==> src/bert_settings.svh <==
`ifndef BERT_SETTINGS_SVH
`define BERT_SETTINGS_SVH

// Register bus geometry
`define BERT_DATA_WIDTH   32
`define BERT_ADDR_WIDTH   8

// Divider, FIFO and pattern sizing
`define BERT_DIV_WIDTH    16
`define BERT_FIFO_DEPTH   16
`define BERT_PN_ORDER     15

// Checker lock and unlock thresholds
`define BERT_LOCK_COUNT   32
`define BERT_ERROR_LIMIT  8
`define BERT_WINDOW       64

`define BERT_VERSION      16'd425

// Register map
`define REG_VERSION       8'h00
`define REG_CONTROL       8'h01
`define REG_PN_RATE       8'h02
`define REG_DRAIN_RATE    8'h03
`define REG_BIT_COUNT     8'h04
`define REG_ERROR_COUNT   8'h05
`define REG_STATUS        8'h06

`endif

==> src/bertPkg.sv <==
`default_nettype none
`include "bert_settings.svh"

package bertPkg;

    typedef logic [`BERT_DATA_WIDTH-1:0] regData_t;
    typedef logic [`BERT_ADDR_WIDTH-1:0] regAddr_t;
    typedef logic [`BERT_DIV_WIDTH-1:0]  divider_t;

    // Counters are read back as whole register words
    typedef logic [`BERT_DATA_WIDTH-1:0] counter_t;

    typedef logic [`BERT_PN_ORDER-1:0]            pnState_t;
    typedef logic [$clog2(`BERT_FIFO_DEPTH)-1:0]  fifoPtr_t;
    typedef logic [$clog2(`BERT_FIFO_DEPTH):0]    fifoCount_t;

    typedef enum logic [1:0] {
        SRC_PN_RAW   = 2'd0,
        SRC_SMOOTHED = 2'd1,
        SRC_EXTERNAL = 2'd2,
        SRC_NONE     = 2'd3
    } sourceSel_t;

    typedef enum logic {
        HUNTING = 1'b0,
        LOCKED  = 1'b1
    } lockState_t;

endpackage

`default_nettype wire

==> src/bertIfs.sv <==
`timescale 1ns/1ns
`default_nettype none

// Generator control and FIFO run state
interface pnCtrlIf;
    logic              pnEnable;
    bertPkg::divider_t pnRate;
    logic              injectError;
    logic              fifoRunning;

    modport regs (
        output pnEnable,
        output pnRate,
        output injectError,
        input  fifoRunning
    );
    modport gen (
        input  pnEnable,
        input  pnRate,
        input  injectError
    );
    modport fifo (
        output fifoRunning
    );
endinterface

// Checker results and counter clear
interface bertStatusIf;
    logic              clearCounters;
    bertPkg::counter_t bitCount;
    bertPkg::counter_t errorCount;
    logic              locked;

    modport regs (
        output clearCounters,
        input  bitCount,
        input  errorCount,
        input  locked
    );
    modport check (
        input  clearCounters,
        output bitCount,
        output errorCount,
        output locked
    );
endinterface

`default_nettype wire

==> src/bertChecker.sv <==
`timescale 1ns/1ns
`default_nettype none
`include "bert_settings.svh"

module bertChecker (
    input  logic       clk,
    input  logic       reset,
    input  logic       checkBitEn,
    input  logic       checkBit,
    bertStatusIf.check status
);

    localparam int MatchWidth  = $clog2(`BERT_LOCK_COUNT) + 1;
    localparam int WindowWidth = $clog2(`BERT_WINDOW);
    localparam int LimitWidth  = $clog2(`BERT_ERROR_LIMIT) + 1;

    bertPkg::lockState_t    state;
    bertPkg::pnState_t      history;
    bertPkg::counter_t      bitCount;
    bertPkg::counter_t      errorCount;
    logic [MatchWidth-1:0]  matchCount;
    logic [WindowWidth-1:0] windowCount;
    logic [LimitWidth-1:0]  windowErrors;
    logic [LimitWidth-1:0]  windowErrorsNext;
    logic                   mismatch;

    // Prediction from the received bits 14 and 15 back
    assign mismatch         = checkBit ^ history[13] ^ history[14];
    assign windowErrorsNext = windowErrors + LimitWidth'(mismatch);

    assign status.locked     = (state == bertPkg::LOCKED);
    assign status.bitCount   = bitCount;
    assign status.errorCount = errorCount;

    always_ff @(posedge clk) begin
        if (checkBitEn) begin
            history <= {history[13:0], checkBit};
        end
    end

//**********************************************************************
//  Lock FSM
//**********************************************************************
    always_ff @(posedge clk) begin
        if (reset) begin
            state        <= bertPkg::HUNTING;
            matchCount   <= '0;
            windowCount  <= '0;
            windowErrors <= '0;
        end else if (checkBitEn) begin
            case (state)
                bertPkg::LOCKED: begin
                    if (windowErrorsNext == LimitWidth'(`BERT_ERROR_LIMIT)) begin
                        state        <= bertPkg::HUNTING;
                        windowCount  <= '0;
                        windowErrors <= '0;
                    end else if (windowCount == WindowWidth'(`BERT_WINDOW - 1)) begin
                        windowCount  <= '0;
                        windowErrors <= '0;
                    end else begin
                        windowCount  <= windowCount + WindowWidth'(1);
                        windowErrors <= windowErrorsNext;
                    end
                end
                default: begin
                    // Any miss restarts the run of matches
                    if (mismatch) begin
                        matchCount <= '0;
                    end else if (matchCount == MatchWidth'(`BERT_LOCK_COUNT - 1)) begin
                        matchCount <= '0;
                        state      <= bertPkg::LOCKED;
                    end else begin
                        matchCount <= matchCount + MatchWidth'(1);
                    end
                end
            endcase
        end
    end

    // Bits and errors counted only while locked
    always_ff @(posedge clk) begin
        if (reset || status.clearCounters) begin
            bitCount   <= '0;
            errorCount <= '0;
        end else if (checkBitEn && (state == bertPkg::LOCKED)) begin
            bitCount   <= bitCount + bertPkg::counter_t'(1);
            errorCount <= errorCount + bertPkg::counter_t'(mismatch);
        end
    end

endmodule

`default_nettype wire

==> src/bertRegs.sv <==
`timescale 1ns/1ns
`default_nettype none
`include "bert_settings.svh"

module bertRegs (
    input  logic                clk,
    input  logic                reset,
    input  bertPkg::regAddr_t   regAddr,
    input  logic                regWrite,
    input  logic                regRead,
    input  bertPkg::regData_t   regWriteData,
    output bertPkg::regData_t   regReadData,
    pnCtrlIf.regs               pnCtrl,
    bertStatusIf.regs           status,
    output bertPkg::divider_t   drainRate,
    output bertPkg::sourceSel_t checkSource,
    output bertPkg::sourceSel_t lineSource
);

    logic              pnEnable;
    logic              clearPulse;
    logic              injectPulse;
    logic              controlWrite;
    bertPkg::divider_t pnRate;
    bertPkg::regData_t readMux;

    assign controlWrite = regWrite && (regAddr == `REG_CONTROL);

    // Counters clear at the edge that takes the write
    assign clearPulse   = controlWrite && regWriteData[1];

    assign pnCtrl.pnEnable     = pnEnable;
    assign pnCtrl.pnRate       = pnRate;
    assign pnCtrl.injectError  = injectPulse;
    assign status.clearCounters = clearPulse;

//**********************************************************************
//  Register writes
//**********************************************************************
    always_ff @(posedge clk) begin
        if (reset) begin
            pnEnable    <= 1'b0;
            injectPulse <= 1'b0;
            pnRate      <= '0;
            drainRate   <= '0;
            checkSource <= bertPkg::SRC_PN_RAW;
            lineSource  <= bertPkg::SRC_PN_RAW;
        end else begin
            // Bit 2 acts for one cycle only
            injectPulse <= controlWrite && regWriteData[2];
            if (controlWrite) begin
                pnEnable    <= regWriteData[0];
                checkSource <= bertPkg::sourceSel_t'(regWriteData[5:4]);
                lineSource  <= bertPkg::sourceSel_t'(regWriteData[7:6]);
            end
            if (regWrite && (regAddr == `REG_PN_RATE)) begin
                pnRate <= regWriteData[`BERT_DIV_WIDTH-1:0];
            end
            if (regWrite && (regAddr == `REG_DRAIN_RATE)) begin
                drainRate <= regWriteData[`BERT_DIV_WIDTH-1:0];
            end
        end
    end

//**********************************************************************
//  Read-back mux
//**********************************************************************
    always_comb begin
        readMux = '0;
        case (regAddr)
            `REG_VERSION:     readMux = bertPkg::regData_t'(`BERT_VERSION);
            `REG_CONTROL: begin
                readMux[0]   = pnEnable;
                readMux[5:4] = checkSource;
                readMux[7:6] = lineSource;
            end
            `REG_PN_RATE:     readMux = bertPkg::regData_t'(pnRate);
            `REG_DRAIN_RATE:  readMux = bertPkg::regData_t'(drainRate);
            `REG_BIT_COUNT:   readMux = status.bitCount;
            `REG_ERROR_COUNT: readMux = status.errorCount;
            `REG_STATUS: begin
                readMux[0] = status.locked;
                readMux[1] = pnCtrl.fifoRunning;
            end
            default:          readMux = '0;
        endcase
    end

    // Held until the next read
    always_ff @(posedge clk) begin
        if (regRead) begin
            regReadData <= readMux;
        end
    end

    clearIsPulse: assert property (@(posedge clk) disable iff (reset)
        status.clearCounters |=> !status.clearCounters)
        else $error("clearCounters held for two cycles");

    injectIsPulse: assert property (@(posedge clk) disable iff (reset)
        pnCtrl.injectError |=> !pnCtrl.injectError)
        else $error("injectError held for two cycles");

endmodule

`default_nettype wire

==> src/bertRouter.sv <==
`timescale 1ns/1ns
`default_nettype none

module bertRouter (
    input  logic                clk,
    input  logic                reset,
    input  bertPkg::sourceSel_t checkSource,
    input  bertPkg::sourceSel_t lineSource,
    input  logic                pnBitEn,
    input  logic                pnBit,
    input  logic                smoothBitEn,
    input  logic                smoothBit,
    input  logic                extBitEn,
    input  logic                extBit,
    output logic                checkBitEn,
    output logic                checkBit,
    output logic                lineBitEn,
    output logic                lineBit
);

    logic [1:0] checkPick;
    logic [1:0] linePick;

    // Enable in bit 1, data in bit 0
    function automatic logic [1:0] pickSource(input bertPkg::sourceSel_t sel);
        case (sel)
            bertPkg::SRC_PN_RAW:   return {pnBitEn, pnBit};
            bertPkg::SRC_SMOOTHED: return {smoothBitEn, smoothBit};
            bertPkg::SRC_EXTERNAL: return {extBitEn, extBit};
            default:               return 2'b00;
        endcase
    endfunction

    always_comb begin
        checkPick = pickSource(checkSource);
        linePick  = pickSource(lineSource);
    end

    always_ff @(posedge clk) begin
        if (reset) begin
            checkBitEn <= 1'b0;
            lineBitEn  <= 1'b0;
        end else begin
            checkBitEn <= checkPick[1];
            lineBitEn  <= linePick[1];
        end
    end

    always_ff @(posedge clk) begin
        checkBit <= checkPick[0];
        lineBit  <= linePick[0];
    end

endmodule

`default_nettype wire

==> src/bertTop.sv <==
`timescale 1ns/1ns
`default_nettype none

module bertTop (
    input  logic              clk,
    input  logic              reset,
    input  bertPkg::regAddr_t regAddr,
    input  logic              regWrite,
    input  logic              regRead,
    input  bertPkg::regData_t regWriteData,
    output bertPkg::regData_t regReadData,
    input  logic              extBitEn,
    input  logic              extBit,
    output logic              lineBitEn,
    output logic              lineBit,
    output logic              bertLocked
);

    logic                pnBitEn;
    logic                pnBit;
    logic                credit;
    logic                smoothBitEn;
    logic                smoothBit;
    logic                checkBitEn;
    logic                checkBit;
    bertPkg::divider_t   drainRate;
    bertPkg::sourceSel_t checkSource;
    bertPkg::sourceSel_t lineSource;

    pnCtrlIf     pnCtrl ();
    bertStatusIf status ();

//**********************************************************************
//  Registers
//**********************************************************************
    bertRegs i_regs (
        .clk(clk), .reset(reset),
        .regAddr(regAddr), .regWrite(regWrite), .regRead(regRead),
        .regWriteData(regWriteData), .regReadData(regReadData),
        .pnCtrl(pnCtrl.regs), .status(status.regs),
        .drainRate(drainRate),
        .checkSource(checkSource), .lineSource(lineSource)
    );

//**********************************************************************
//  Pattern source and smoothing FIFO
//**********************************************************************
    pnGenerator i_pnGen (
        .clk(clk), .reset(reset),
        .pnCtrl(pnCtrl.gen), .credit(credit),
        .pnBitEn(pnBitEn), .pnBit(pnBit)
    );

    jitterFifo i_fifo (
        .clk(clk), .reset(reset),
        .pnBitEn(pnBitEn), .pnBit(pnBit),
        .drainRate(drainRate), .pnCtrl(pnCtrl.fifo), .credit(credit),
        .smoothBitEn(smoothBitEn), .smoothBit(smoothBit)
    );

//**********************************************************************
//  Routing and checking
//**********************************************************************
    bertRouter i_router (
        .clk(clk), .reset(reset),
        .checkSource(checkSource), .lineSource(lineSource),
        .pnBitEn(pnBitEn), .pnBit(pnBit),
        .smoothBitEn(smoothBitEn), .smoothBit(smoothBit),
        .extBitEn(extBitEn), .extBit(extBit),
        .checkBitEn(checkBitEn), .checkBit(checkBit),
        .lineBitEn(lineBitEn), .lineBit(lineBit)
    );

    bertChecker i_checker (
        .clk(clk), .reset(reset),
        .checkBitEn(checkBitEn), .checkBit(checkBit),
        .status(status.check)
    );

    assign bertLocked = status.locked;

endmodule

`default_nettype wire

==> src/jitterFifo.sv <==
`timescale 1ns/1ns
`default_nettype none
`include "bert_settings.svh"

module jitterFifo (
    input  logic              clk,
    input  logic              reset,
    input  logic              pnBitEn,
    input  logic              pnBit,
    input  bertPkg::divider_t drainRate,
    pnCtrlIf.fifo             pnCtrl,
    output logic              credit,
    output logic              smoothBitEn,
    output logic              smoothBit
);

    logic                mem [`BERT_FIFO_DEPTH];
    bertPkg::fifoPtr_t   wrPtr;
    bertPkg::fifoPtr_t   rdPtr;
    bertPkg::fifoCount_t fill;
    bertPkg::divider_t   drainCount;
    logic                running;
    logic                drainTick;
    logic                doRead;

    assign drainTick = running && (drainCount >= drainRate);
    assign doRead    = drainTick && (fill != '0);

    assign pnCtrl.fifoRunning = running;

    always_ff @(posedge clk) begin
        if (pnBitEn) begin
            mem[wrPtr] <= pnBit;
        end
        if (doRead) begin
            smoothBit <= mem[rdPtr];
        end
    end

    always_ff @(posedge clk) begin
        if (reset) begin
            wrPtr       <= '0;
            rdPtr       <= '0;
            fill        <= '0;
            drainCount  <= '0;
            running     <= 1'b0;
            smoothBitEn <= 1'b0;
            credit      <= 1'b0;
        end else begin
            smoothBitEn <= doRead;
            credit      <= doRead;
            if (pnBitEn) begin
                wrPtr <= wrPtr + bertPkg::fifoPtr_t'(1);
            end
            if (doRead) begin
                rdPtr <= rdPtr + bertPkg::fifoPtr_t'(1);
            end
            case ({pnBitEn, doRead})
                2'b10:   fill <= fill + bertPkg::fifoCount_t'(1);
                2'b01:   fill <= fill - bertPkg::fifoCount_t'(1);
                default: fill <= fill;
            endcase
            // Start at half full, stop once empty
            if (fill == '0) begin
                running <= 1'b0;
            end else if (fill >= (`BERT_FIFO_DEPTH / 2)) begin
                running <= 1'b1;
            end
            if (!running || doRead) begin
                drainCount <= '0;
            end else if (!drainTick) begin
                drainCount <= drainCount + bertPkg::divider_t'(1);
            end
        end
    end

    noOverflow: assert property (@(posedge clk) disable iff (reset)
        !(pnBitEn && (fill == `BERT_FIFO_DEPTH)))
        else $error("Write into a full FIFO");

endmodule

`default_nettype wire

==> src/pnGenerator.sv <==
`timescale 1ns/1ns
`default_nettype none
`include "bert_settings.svh"

module pnGenerator (
    input  logic clk,
    input  logic reset,
    pnCtrlIf.gen pnCtrl,
    input  logic credit,
    output logic pnBitEn,
    output logic pnBit
);

    bertPkg::divider_t   rateCount;
    bertPkg::fifoCount_t credits;
    bertPkg::pnState_t   pnState;
    logic                injectPending;
    logic                rateDone;
    logic                emit;
    logic                feedback;

    // x^15 + x^14 + 1 with the newest bit in position 0
    assign feedback = pnState[14] ^ pnState[13];
    assign rateDone = rateCount >= pnCtrl.pnRate;
    assign emit     = pnCtrl.pnEnable && rateDone && (credits != '0);

    always_ff @(posedge clk) begin
        if (reset) begin
            rateCount     <= '0;
            credits       <= bertPkg::fifoCount_t'(`BERT_FIFO_DEPTH);
            pnState       <= '1;
            injectPending <= 1'b0;
            pnBitEn       <= 1'b0;
        end else begin
            pnBitEn <= emit;
            if (!pnCtrl.pnEnable || emit) begin
                rateCount <= '0;
            end else if (!rateDone) begin
                rateCount <= rateCount + bertPkg::divider_t'(1);
            end
            // One credit spent per symbol, one back per drained symbol
            case ({emit, credit})
                2'b10:   credits <= credits - bertPkg::fifoCount_t'(1);
                2'b01:   credits <= credits + bertPkg::fifoCount_t'(1);
                default: credits <= credits;
            endcase
            if (emit) begin
                pnState       <= {pnState[13:0], feedback};
                injectPending <= pnCtrl.injectError;
            end else if (pnCtrl.injectError) begin
                injectPending <= 1'b1;
            end
        end
    end

    // Error flips the output only and the sequence itself runs on
    always_ff @(posedge clk) begin
        if (emit) begin
            pnBit <= feedback ^ injectPending;
        end
    end

    creditBound: assert property (@(posedge clk) disable iff (reset)
        credits <= `BERT_FIFO_DEPTH)
        else $error("Credit count above FIFO depth");

endmodule

`default_nettype wire

==> config.mk <==
export PLATFORM = sky130hd
export DESIGN_NAME = bertTop
export DESIGN_NICKNAME = d
export VERILOG_FILES = /design/src/bertPkg.sv /design/src/bertIfs.sv /design/src/bertChecker.sv /design/src/bertRegs.sv /design/src/bertRouter.sv /design/src/bertTop.sv /design/src/jitterFifo.sv /design/src/pnGenerator.sv
export VERILOG_INCLUDE_DIRS = /design/src
export SDC_FILE = /design/constraint.sdc
export NUM_CORES = 1
export LEC_CHECK = 0
export BUFFER_PORTS_ARGS = -buffer_cell sky130_fd_sc_hd__buf_4
export CORE_MARGIN = 2
export CORE_UTILIZATION = 55
export DETAILED_ROUTE_END_ITERATION = 8
export GPL_TIMING_DRIVEN = 1
export PLACE_DENSITY = 0.81
export SLEW_MARGIN = 15
export SYNTH_ARGS = -nofsm -noshare
export SYNTH_HDL_FRONTEND = slang
export SYNTH_HIERARCHICAL = 1
export SYNTH_SLANG_ARGS = --single-unit
==> constraint.sdc <==
create_clock -name clk -period 4.2 [get_ports clk]
set_input_delay 0 -clock clk [delete_from_list [all_inputs] [get_ports clk]]
set_output_delay 0 -clock clk [all_outputs]
set_load 0.03 [all_outputs]
---- Word level (Yosys, flattened, before mapping) ----
Memories as Yosys holds them, arrays and structs flattened. A register that Yosys moved wholly into a read port is not among the register bits.
Index checks and enable logic that the tools add are counted.
word-level totals
  logic and storage cells ................. 121
  memories ................................ 1
  bits in writable memories ............... 16
  flip-flop bits (word level) ............. 240
memories
  name        words  width  rd ports  clocked after Yosys merged registers in  wr ports  line              RTL
  i_fifo.mem  16     1      1         1                                        1         jitterFifo.sv:17  logic mem [`BERT_FIFO_DEPTH];
cells by class
  multiplexer cells ....................... 23
  equal/unequal tests ..................... 17
  bitwise operators ....................... 5
  add/sub/neg operators ................... 13
  reductions and logical operators ........ 29
  $lt $le $gt $ge ......................... 3
operator list
  operator                                                                count
  24-bit one-hot mux with 5 select lines                                  1
  16-bit by 1-bit adder with 16-bit output (second input constant)        2
  32-bit by 1-bit adder with 32-bit output                                1
  32-bit by 1-bit adder with 32-bit output (second input constant)        1
  16-bit greater-or-equal comparator                                      2
  8-bit by 3-bit equality test with 1-bit output (second input constant)  3
  6-bit two-way mux                                                       4
  4-bit one-hot mux with 6 select lines                                   1
  5-bit one-hot mux with 2 select lines                                   2
  8-bit by 2-bit equality test with 1-bit output (second input constant)  2
  6-bit by 1-bit adder with 6-bit output (second input constant)          2
  2-bit one-hot mux with 3 select lines                                   2
  5-bit by 1-bit adder with 5-bit output (second input constant)          2
  1-bit logical AND                                                       10
  2-bit one-hot mux with 5 select lines                                   1
  5-bit nonzero test                                                      2
  5-bit by 1-bit subtractor with 5-bit output (second input constant)     2
  4-bit by 1-bit adder with 4-bit output (second input constant)          2
  2-bit by 1-bit equality test with 1-bit output (second input constant)  4
  2-bit equality test (second input constant)                             4
  8-bit by 1-bit equality test with 1-bit output (second input constant)  1
  8-bit zero test                                                         1
  1-bit two-way mux                                                       8
  4-bit two-way mux                                                       2
  16 further kinds                                                        28

---- Longest topological paths before layout ----
Gate-level depths: netlist of the first run.
  depth after elaboration ................. 6
  depth in mapped cells ................... 16

---- Modules after synthesis ----
Netlist of the first run, hierarchy kept.
modules (own cells, without submodules)
  module       area each (sq um)  cells each  instances
  bertChecker  4341.7             478         1
  bertRegs     3210.6             286         1
  jitterFifo   2697.6             283         1
  pnGenerator  2239.6             246         1
  bertRouter   177.7              18          1

---- Least setup slack after synthesis of the first run ----
OpenSTA, ideal clock, no wires.
  path type ............................... reg-to-reg
  from .................................... register i_regs.drainRate[13]
  to ...................................... register i_fifo.fill[4]
  stages on the path, launching flop included .. 16
  arrival time ............................ 3.433 ns
  slack ................................... 0.639 ns
  required time ........................... 4.072 ns
  clock period less this slack ............ 3.561 ns
  library setup time ...................... 0.128 ns
  buffers on the path ..................... 0
  cells stage by stage .................... dfxtp_1 -> inv_1 -> ha_1 -> a21oi_1 -> o21ai_1 -> or4_4 -> o31ai_1 -> nor2_1 -> ha_1 -> ha_1 -> nor2b_1 -> o21ai_0 -> a21oi_1 -> nor3_1 -> xnor2_1 -> nor2_1
on the way
  cells in the longest elaborated chain, start to end .. 5
  elaborated cells on any way between the ends .. 7
  those cells by class .................... 1 x order compare; 2 x eq/ne; 1 x mux; 3 x reduce/logical
RTL lines
  element                                                                                       line              RTL
  start, declared                                                                               bertRegs.sv:15    output bertPkg::divider_t drainRate,
  start signal, assigned                                                                        bertRegs.sv:60    drainRate <= regWriteData[`BERT_DIV_WIDTH-1:0];
  16-bit greater-or-equal comparator (*)                                                        jitterFifo.sv:26  assign drainTick = running && (drainCount >= drainRate);
  1-bit logical AND (*)                                                                         jitterFifo.sv:26
  1-bit logical AND (*)                                                                         jitterFifo.sv:27  assign doRead = drainTick && (fill != '0);
  via i_fifo.doRead                                                                             jitterFifo.sv:24  logic doRead;
  2-bit by 1-bit equality test with 1-bit output / 2-bit equality test (equally long branches)  jitterFifo.sv:58  case ({pnBitEn, doRead})
  5-bit one-hot mux with 2 select lines / 2-bit nonzero test (equally long branches)            --
  end signal, assigned                                                                          jitterFifo.sv:59  2'b10: fill <= fill + bertPkg::fifoCount_t'(1);
  end signal, assigned                                                                          jitterFifo.sv:60  2'b01: fill <= fill - bertPkg::fifoCount_t'(1);
  end signal, assigned                                                                          jitterFifo.sv:61  default: fill <= fill;
  end, declared                                                                                 jitterFifo.sv:20  bertPkg::fifoCount_t fill;
Mark *: on every way through the listed nets, which the timed path passes. The rest lies on a longest branch.
A chain may end at the register's enable or synchronous reset.

---- Worst setup path after layout of the first run ----
  from .................................... register i_regs.drainRate[7]
  to ...................................... register i_fifo.fill[4]
Same word-level chain as after synthesis.

==> results of run 1 <==
[metrics by stage]
stage          utilization [%]  power (mW)
2_1_floorplan                -        2.68
3_3_place_gp              58.4        2.74
3_5_place_dp              58.4        2.74
4_1_cts                   63.8        5.29
5_1_grt                   63.9        5.41
6_report                  63.9        5.27
[layout by cell type (no fill, tap or decap), drive strengths merged, types with 5 or more instances in the layout]
master,synthesis,layout
dfxtp,192,192
nand2,108,108
a21oi,104,104
nor2,102,102
buf,29,72
edfxtp,65,65
inv,63,64
mux2i,56,56
ha,55,55
o21ai,54,54
nand3,41,41
clkbuf,36,38
or4,37,37
or3,32,32
nand4,31,31
o31ai,30,30
dlygate4sd3,0,28
nor3,27,27
xor2,25,25
and2,24,24
xnor2,18,18
and3,17,17
a22o,16,16
nor2b,15,15
a22oi,13,13
and4,11,11
a21o,11,11
nor4,10,10
a211oi,7,7
nand2b,7,7
nor3b,7,7
o22ai,6,6
o211ai,6,6
a211o,6,6
bufinv,0,5
mux4,5,5
[flip-flops by register name, indices dropped and copies added (netlist names), 5 cells and up]
name                         flops
i_pnGen/rateCount               16
i_pnGen/pnState                 15
i_fifo/mem                      16
i_regs/regReadData              32
i_checker/history               15
i_checker/status.errorCount     32
i_fifo/fill                      5
i_checker/status.bitCount       32
i_checker/matchCount             6
i_checker/windowCount            6
i_pnGen/credits                  5
i_fifo/drainCount               16
i_regs/drainRate                16
i_regs/pnCtrl.pnRate            16
[where the power goes]
| part | leakage [nW] | internal (mW) | switching [mW] |
|---|---|---|---|
| Sequential | 2.17 | 2.54 | 0.00780 |
| Combinational | 2.62 | 0.0615 | 0.0979 |
| Clock | 0.459 | 1.58 | 0.976 |
| Total | 5.25 | 4.18 | 1.08 |
[worst paths after layout]
| check | slack [ns] | depth (start not counted) | endpoint | startpoint |
|---|---|---|---|---|
| worst min register to register | 0.42 | 0 | i_checker/history[7]$_DFFE_PP_ | i_checker/history[6]$_DFFE_PP_ |
| worst min-delay path | 0.04 | 3 | i_regs/regReadData[0]$_DFFE_PP_ | regAddr[5] |
| worst max-delay path | 0.43 | 16 | i_fifo/fill[4]$_SDFFE_PP0P_ | i_regs/drainRate[7]$_SDFFE_PP0P_ |
| worst max register to register | 0.43 | 16 | i_fifo/fill[4]$_SDFFE_PP0P_ | i_regs/drainRate[7]$_SDFFE_PP0P_ |
[layout make-up]
| class | instances | area [µm²] |
|---|---|---|
| clock buffers | 38 | 768 |
| clock inverters | 12 | 190 |
| fillers | 1788 | 8180 |
| inverters | 63 | 236 |
| multi-input cells | 925 | 6280 |
| flip-flops and latches | 257 | 5800 |
| well taps | 285 | 357 |
| repair buffers | 100 | 833 |
[routing by layer]
metal  wire length [µm]  share of wire (%)  track usage [%]  vias up
li1                   -                  -                -     4905
met1              12300                 43             30.2     4777
met2              13900                 49             40.8      242
met3               1410                5.0             3.11       55
met4                721                2.5             7.43        0
met5                  0                  0                0        -
[critical path: stages, from the launching register on]
cell and delay [ns]:
dfxtp_1 0.37, inv_1 0.07, ha_1 0.31, nand3_1 0.07, or3_1 0.36, nor4_1 0.42, o31ai_1 0.16, nor2_1 0.20
ha_1 0.29, inv_1 0.10, fa_1 0.39, nor2b_1 0.18, o21ai_0 0.14, and3_1 0.20, nor3_1 0.19, xnor2_1 0.14
nor2_1 0.05
[logic make-up after synthesis]
| kind of cell | count (synthesis) |
|---|---|
| AO/OA/AOI/OAI | 278 |
| buffers and inverters | 129 |
| XOR/XNOR | 44 |
| flip-flops | 257 |
| multiplexers | 64 |
| AND/OR/NAND/NOR | 482 |
| adder cells (fa/ha/maj) | 57 |
==> flow_summary.ini, run 1 <==
[setup_path]
criticalPathCategory = register to register
arrival_ns = 4.17
endpoint_kind = register
start_kind = register
crit_fanout = 4
critPathRequiredTime_ns = 4.60

[cts]
cts_sinks = 257
cts_tree = yes
ctsResizeCount = 0
cts_buffers = 27
clkTransAtPathRegs_ns = 0.06
clk_latency_ns = 0.54
holdBufCountCts = 28
htreeDepth = 1
clockBufferDepth = 3
postCtsSetupBuffers = 0
cts-root-buf = clkbuf_16

[logic_synthesis]
synth_edf_count = 65
synth_top_family_by_area = simple AND/OR/NAND/NOR gates
synth_common_cells = 192 x dfxtp_1, 102 x nor2_1, 98 x nand2_1
synthXorXnorAreaFrac_pct = 3.15
ys_top_cells_by_area = dfxtp_1 30%, edfxtp_1 15%, ha_1 5.4%
yosysMostFrequentCell = dfxtp_1
synth_compound_area_share_pct = 14.2
synthAdderAreaFrac_pct = 5.75
yosys_warnings = 6
synthMuxAreaShare_pct = 5.58
avgSynthCellArea_um2 = 9.66
yosys_register_bits = 257
synth-simple-area-share_pct = 20.8
yosysSeqAreaShare_pct = 45.8
yosysTopAreaCell = dfxtp_1
syn_nets = 1414
ys.flop_type = dfxtp_1
syn_inst = 1311
ys_types = 81
ys_async_sr_fraction_pct = 0
netlist.area_leader.share_pct = 30.3
synth_area_um2 = 12700

[placement]
place.port_buffers = 64
placed_cells = 1602
dpl_cell_area_um2 = 13200
pre_cts_slack_ns = 0.513
place_hpwl_um = 19400
place_congestion = 0.903

[finish]
syn_to_final_growth_pct = 14.1
fin_cells = 1680
n_antenna_cell = 0
finish.instance_area_um2 = 14500
nNetsFinal = 1477
drive_gt1_share_pct = 11.8

[floorplanning]
fp-row-count = 55
fp.dieW_um = 156
die_h_um = 156
start_util_pct = 55.9
core_area_um2 = 22600
die_area_um2 = 24300
io_pins = 81

[sta]
hold_viol_final = 0
post-route-min-period_ns = 3.77
skew_ns = 0.0171
finalSetupTns_ns = 0
worst_slew_pin_slew_ns = 1.04
fin_crit_sh_pct = 89.8
hold_slack_ns = 0.0413
setup_ws_ns = 0.429
rsz0062_at_grt = no
slew_violations = 0
setup_viol = 0
fmax_mhz = 265
relSlewSlack_pct = 30.7

[power_and_ir_drop]
peakVddDrop_uv = 306
leakage_nw = 5.25
p_per_area_nw_per_um2 = 364

[global_route]
grt_pass1_vias = 9561
grt_pass1_wl_um = 46700
globalRouteOverflowTotal = 0
grtUsageTotal_pct = 23.4
grt_max_degree = 68
antenna_found_initial = 0

[drt]
routed_wl_um = 28400
viasPerCell = 5.94
vias = 9979
firstDrtPassIters = 5
first_iter_violations = 584
drc_errors = 0
wire_per_inst_um = 16.9
antenna_left = 0

[min_path]
hold_class = input port to register

[flow_run]
max-cap-violations = 0

[run_status]
outcome = complete, no violations
Power figures use the tool's default switching activity.
==> run 2, diff against run 1 <==
==> constraint.sdc (replaced) <==
create_clock -name clk -period 4.42 [get_ports clk]
set_input_delay 0 -clock clk [delete_from_list [all_inputs] [get_ports clk]]
set_output_delay 0 -clock clk [all_outputs]
set_load 0.03 [all_outputs]
==> run 2 against run 1 <==
Net effect: sequential share of layout area rose by 0.10 points; clock power is 11% lower; routed wire length down 0.76%; register-to-register slack improved by 0.16 ns; first-iteration DRC count rose by 19%; clock skew about the same; total power down 7.5%; die area unchanged; utilization down 0.16 points; critical path depth is 1 higher; flip-flop and latch count unchanged; maximum frequency shrank 1.6%.
==> flow_summary.ini, run 2 (synthesis gave the netlist of run 1 again) <==
[sta]
fmax_mhz = 261
slew_violations = 0
skew_ns = 0.0172
fin_crit_sh_pct = 86.7
finalSetupTns_ns = 0
hold_viol_final = 0
post-route-min-period_ns = 3.83
rsz0062_at_grt = no
setup_viol = 0
worst_slew_pin_slew_ns = 1.06
relSlewSlack_pct = 28.9

[drt]
viasPerCell = 5.98
routed_wl_um = 28200
wire_per_inst_um = 16.7
drc_errors = 0
first_iter_violations = 693
antenna_left = 0
firstDrtPassIters = 5
vias = 10064

[placement]
place_congestion = 0.869
place.port_buffers = 64
place_hpwl_um = 19200

[floorplanning]
fp-row-count = 55
core_area_um2 = 22600
fp.dieW_um = 156
die_h_um = 156
io_pins = 81
start_util_pct = 55.9
die_area_um2 = 24300

[global_route]
grt_pass1_wl_um = 46300
grt_pass1_vias = 9530
grtUsageTotal_pct = 23.0
grt_max_degree = 64
globalRouteOverflowTotal = 0
antenna_found_initial = 0

[cts]
cts-root-buf = clkbuf_16
clk_latency_ns = 0.54
htreeDepth = 1
clkTransAtPathRegs_ns = 0.06
cts_tree = yes
cts_sinks = 257
cts_buffers = 28
clockBufferDepth = 3

[setup_path]
criticalPathCategory = register to register
critPathRequiredTime_ns = 4.82
arrival_ns = 4.24
crit_fanout = 9
endpoint_kind = register
start_kind = register

[min_path]
hold_class = input port to register

[finish]
syn_to_final_growth_pct = 13.8
layout_common_cells = 192 x dfxtp_1, 102 x nor2_1, 98 x nand2_1
drive_gt1_share_pct = 11.9
final_core_util_pct = 63.7
nNetsFinal = 1480
final_common_cell = dfxtp_1
n_antenna_cell = 0
fill_cells = 1809
largestRegisters = i_checker/status.bitCount x32, i_checker/status.errorCount x32, i_regs/regReadData x32

[run_status]
outcome = complete, no violations

[power_and_ir_drop]
power_frac_comb_pct = 3.1
seqPwrFrac_pct = 49.8
p_clk_share_pct = 47.1
leakage_nw = 5.25
peakVddDrop_uv = 272
power_switching_share_pct = 21.0
switchingPower_mw = 1.02
p_per_area_nw_per_um2 = 338
intPower_mw = 3.85

[flow_run]
max-cap-violations = 0
==> run 2: path summary, 6_finish.rpt <==
kind,cells past startpoint,slack [ns],startpoint,to
worst min register to register,0,0.42,i_checker/history[11]$_DFFE_PP_,i_checker/history[12]$_DFFE_PP_
worst min-delay path,5,0.05,regAddr[3],i_regs/pnCtrl.pnRate[4]$_SDFFE_PP0P_
worst max-delay path,17,0.59,i_regs/drainRate[7]$_SDFFE_PP0P_,i_fifo/fill[4]$_SDFFE_PP0P_
worst max register to register,17,0.59,i_regs/drainRate[7]$_SDFFE_PP0P_,i_fifo/fill[4]$_SDFFE_PP0P_
==> run 2: metal layers <==
metal	wire, µm	up-vias	track usage (%)
met5	0	-	0
met4	765	0	7.73
met3	1470	65	3.50
met2	13700	258	39.9
met1	12300	4838	29.5
li1	-	4903	-
==> run 2: critical path, cell delays in order, from the launching register on <==
cell,delay (ns)
dfxtp_1,0.36
inv_1,0.06
ha_1,0.31
nand3_1,0.08
or3_1,0.37
nor4_1,0.41
o31ai_1,0.12
buf_4,0.19
nor2_1,0.19
ha_1,0.28
inv_1,0.10
fa_1,0.39
nor2b_1,0.15
o21ai_0,0.13
and3_1,0.20
nor3_1,0.18
xnor2_1,0.15
nor2_1,0.05
==> run 2: per-stage QoR <==
stage | std cells | power, mW | setup WS (ns) | instance area, µm² | hold WS, ns
after floorplan | 1311 | 2.55 | 0.859 | 12700 | 0.0728
after global placement | 1602 | 2.61 | 0.780 | 13200 | 0.246
after detailed placement | 1602 | 2.61 | 0.614 | 13200 | 0.258
after CTS | 1684 | 4.90 | 0.605 | 14400 | 0.0466
after global routing | 1684 | 5.00 | 0.185 | 14400 | 0.0737
final | 1684 | 4.87 | 0.586 | 14400 | 0.0541
==> run 2: area by class of cell <==
| type | count | area (µm²) | share of cell area, % |
|---|---|---|---|
| Timing Repair Buffer | 102 | 841 | 5.83 |
| Inverter | 63 | 236 | 1.64 |
| Tap cell | 285 | 357 | 2.47 |
| Clock buffer | 45 | 856 | 5.93 |
| Multi-Input combinational cell | 925 | 6280 | 43.5 |
| Sequential cell | 257 | 5800 | 40.2 |
| Clock inverter | 7 | 58.8 | 0.408 |
==> run 2: power groups by stage <==
stage | registers (mW) | clock network, mW | logic, mW
after floorplan | 2.49 | 0 | 0.0535
after detailed placement | 2.47 | 0 | 0.135
after global routing | 2.42 | 2.41 | 0.162
after CTS | 2.42 | 2.33 | 0.152
final | 2.42 | 2.29 | 0.153
after global placement | 2.47 | 0 | 0.133
==> run 2: what timing repair did <==
item	in CTS	in global routing
hold endpoints to repair	92	0
setup buffers	0	0
gates resized for setup	0	0
hold buffers	30	0
==> run 3, diff against run 2 <==
--- a/config.mk
+++ b/config.mk
@@ -9,9 +9,10 @@
 export BUFFER_PORTS_ARGS = -buffer_cell sky130_fd_sc_hd__buf_4
 export CORE_MARGIN = 2
 export CORE_UTILIZATION = 55
+export CTS_BUF_LIST = sky130_fd_sc_hd__clkbuf_2 sky130_fd_sc_hd__clkbuf_4 sky130_fd_sc_hd__clkbuf_8
 export DETAILED_ROUTE_END_ITERATION = 8
 export GPL_TIMING_DRIVEN = 1
-export PLACE_DENSITY = 0.81
+export PLACE_DENSITY = 0.84
 export SLEW_MARGIN = 15
 export SYNTH_ARGS = -nofsm -noshare
 export SYNTH_HDL_FRONTEND = slang
==> constraint.sdc (replaced) <==
create_clock -name clk -period 3.3 [get_ports clk]
set_input_delay 0 -clock clk [delete_from_list [all_inputs] [get_ports clk]]
set_output_delay 0 -clock clk [all_outputs]
set_load 0.03 [all_outputs]
==> run 3 against run 2 <==
Net effect: critical endpoint is now i_fifo/fill[2]$_SDFFE_PP0P_; worst hold slack got worse by 0.032 ns; maximum frequency is 17% higher; non-clock buffer count grew 49; sequential share of layout area decreased by 1.3 points; sequential power up 34%; total power increased by 30%; register-to-register slack got worse by 0.58 ns; clock power is 25% higher; via count rose by 5.9%; utilization grew 2.4 points.
==> flow_summary.ini, run 3 (synthesis gave the netlist of run 1 again) <==
[drt]
viasPerCell = 6.06
vias = 10660
routed_wl_um = 31100
first_iter_violations = 749
wire_per_inst_um = 17.7
drc_errors = 0
antenna_left = 0
firstDrtPassIters = 6

[setup_path]
critPathCapture = i_fifo/fill[2]$_SDFFE_PP0P_
crit_fanout = 3
r2r_cells = 18
arrival_ns = 3.77
critPathRequiredTime_ns = 3.78
crit_path_start = i_regs/drainRate[13]$_SDFFE_PP0P_
r2r-start = i_regs/drainRate[13]$_SDFFE_PP0P_
reg2reg_to = i_fifo/fill[2]$_SDFFE_PP0P_
cp_slowest_stage_delay_ns = 0.58
slowest_stage = or4_4
start_kind = register
cpMostUsedCell = buf_4
endpoint_kind = register
crit_path_cell_trace = inv_1 > ha_4 > a21oi_2 > o21ai_1 > or4_4 > o31ai_4 > nor2_2 > ha_4 > inv_1 > fa_2 > nor2b_2 > buf_4 > buf_4 > buf_4 > buf_4 > nor3_2 > a21oi_1 > nor2_1
criticalPathCategory = register to register
reg2reg_slack_ns = 0.01

[global_route]
grtUsageTotal_pct = 24.9
antenna_found_initial = 0
globalRouteOverflowTotal = 0
grt_pass1_wl_um = 49500
grt_pass1_vias = 10189
grt_max_degree = 47

[power_and_ir_drop]
power_frac_comb_pct = 3.3
p_per_area_nw_per_um2 = 422
peakVddDrop_uv = 262
p_clk_share_pct = 45.3
seqPwrFrac_pct = 51.4
p_total_mw = 6.31
switchingPower_mw = 1.40
power_switching_share_pct = 22.2
intPower_mw = 4.91
leakage_nw = 5.58

[placement]
place.port_buffers = 64
place_congestion = 0.873
dpl_cell_area_um2 = 13500
pre_cts_slack_ns = -0.215
placed_cells = 1643
place_hpwl_um = 20600

[sta]
post-route-min-period_ns = 3.29
setup_ws_ns = 0.0112
skew_ns = 0.0251
slew_violations = 0
setup_viol = 0
finalSetupTns_ns = 0
hold_viol_final = 0
worst_slew_pin_slew_ns = 1.02
hold_slack_ns = 0.0219
relSlewSlack_pct = 31.4
fmax_mhz = 304
fin_crit_sh_pct = 99.7

[finish]
drive_gt1_share_pct = 19.5
final_common_cell = dfxtp_1
nNetsFinal = 1543
n_antenna_cell = 0
fill_cells = 1656
fin_cells = 1758
final_core_util_pct = 66.1
syn_to_final_growth_pct = 18.1
largestRegisters = i_checker/status.bitCount x32, i_checker/status.errorCount x32, i_regs/regReadData x32
layout_common_cells = 179 x dfxtp_1, 123 x buf_4, 101 x nor2_1
finish.instance_area_um2 = 15000

[floorplanning]
die_h_um = 156
fp-row-count = 55
start_util_pct = 55.9
die_area_um2 = 24300
core_area_um2 = 22600
fp.dieW_um = 156
io_pins = 81

[cts]
clkTransAtPathRegs_ns = 0.07
clk_latency_ns = 0.56
cts_buffers = 42
clockBufferDepth = 3
cts-root-buf = clkbuf_8
cts_tree = yes
htreeDepth = 2
cts_sinks = 257

[min_path]
hold_class = input port to register

[flow_run]
max-cap-violations = 0

[run_status]
outcome = complete, no violations
==> run 3: power groups by stage <==
| stage | logic (mW) | clock network, mW | registers [mW] |
|---|---|---|---|
| floorplan | 0.0719 | 0 | 3.34 |
| global placement | 0.178 | 0 | 3.31 |
| detailed placement | 0.181 | 0 | 3.31 |
| CTS | 0.205 | 2.89 | 3.24 |
| global route | 0.220 | 3.05 | 3.24 |
| finish | 0.209 | 2.86 | 3.25 |
==> run 3: cell type report <==
cell class	instances	area [µm²]	area share, %
Sequential cell	257	5810	38.8
Clock inverter	8	41.3	0.276
Timing Repair Buffer	151	1200	8.04
Clock buffer	69	831	5.55
Multi-Input combinational cell	925	6480	43.3
Tap cell	285	357	2.38
Inverter	63	236	1.58
==> run 3: worst min-delay path by stage <==
stage                    start  cells after the start                                   end
5_1_grt             regAddr[1]                      3       i_regs/regReadData[1]$_DFFE_PP_
2_1_floorplan            reset                      1        i_router/checkBitEn$_SDFF_PP0_
3_5_place_dp   regWriteData[3]                      3      i_regs/drainRate[3]$_SDFFE_PP0P_
3_3_place_gp   regWriteData[8]                      3      i_regs/drainRate[8]$_SDFFE_PP0P_
6_report            regAddr[1]                      3       i_regs/regReadData[0]$_DFFE_PP_
4_1_cts             regAddr[5]                      5  i_regs/pnCtrl.injectError$_SDFF_PP0_
==> run 3: what timing repair did <==
item,4_1_cts,5_1_grt
endpoints found under the setup margin,2,10
hold buffers,28,0
buffers inserted,7,3
pin swaps,5,17
gates cloned,0,0
endpoints found under the hold margin,76,0
resized for setup,14,32
==> run 3: worst max-delay path, delay by kind of cell (launching register included) <==
family	cells	cell delay, ns
AO/OA/AOI/OAI	4	0.62
buffers and inverters	6	0.66
flip-flops	1	0.33
adder cells (fa/ha/maj)	3	0.65
AND/OR/NAND/NOR	5	0.97
==> run 3: metal layers <==
layer | GRT usage, % | part of all wire (%) | vias to the layer above
li1 | - | - | 5050
met1 | 31.4 | 42 | 5155
met2 | 42.4 | 49 | 363
met3 | 4.28 | 5.6 | 92
met4 | 10.9 | 3.8 | 0
met5 | 0 | 0 | -
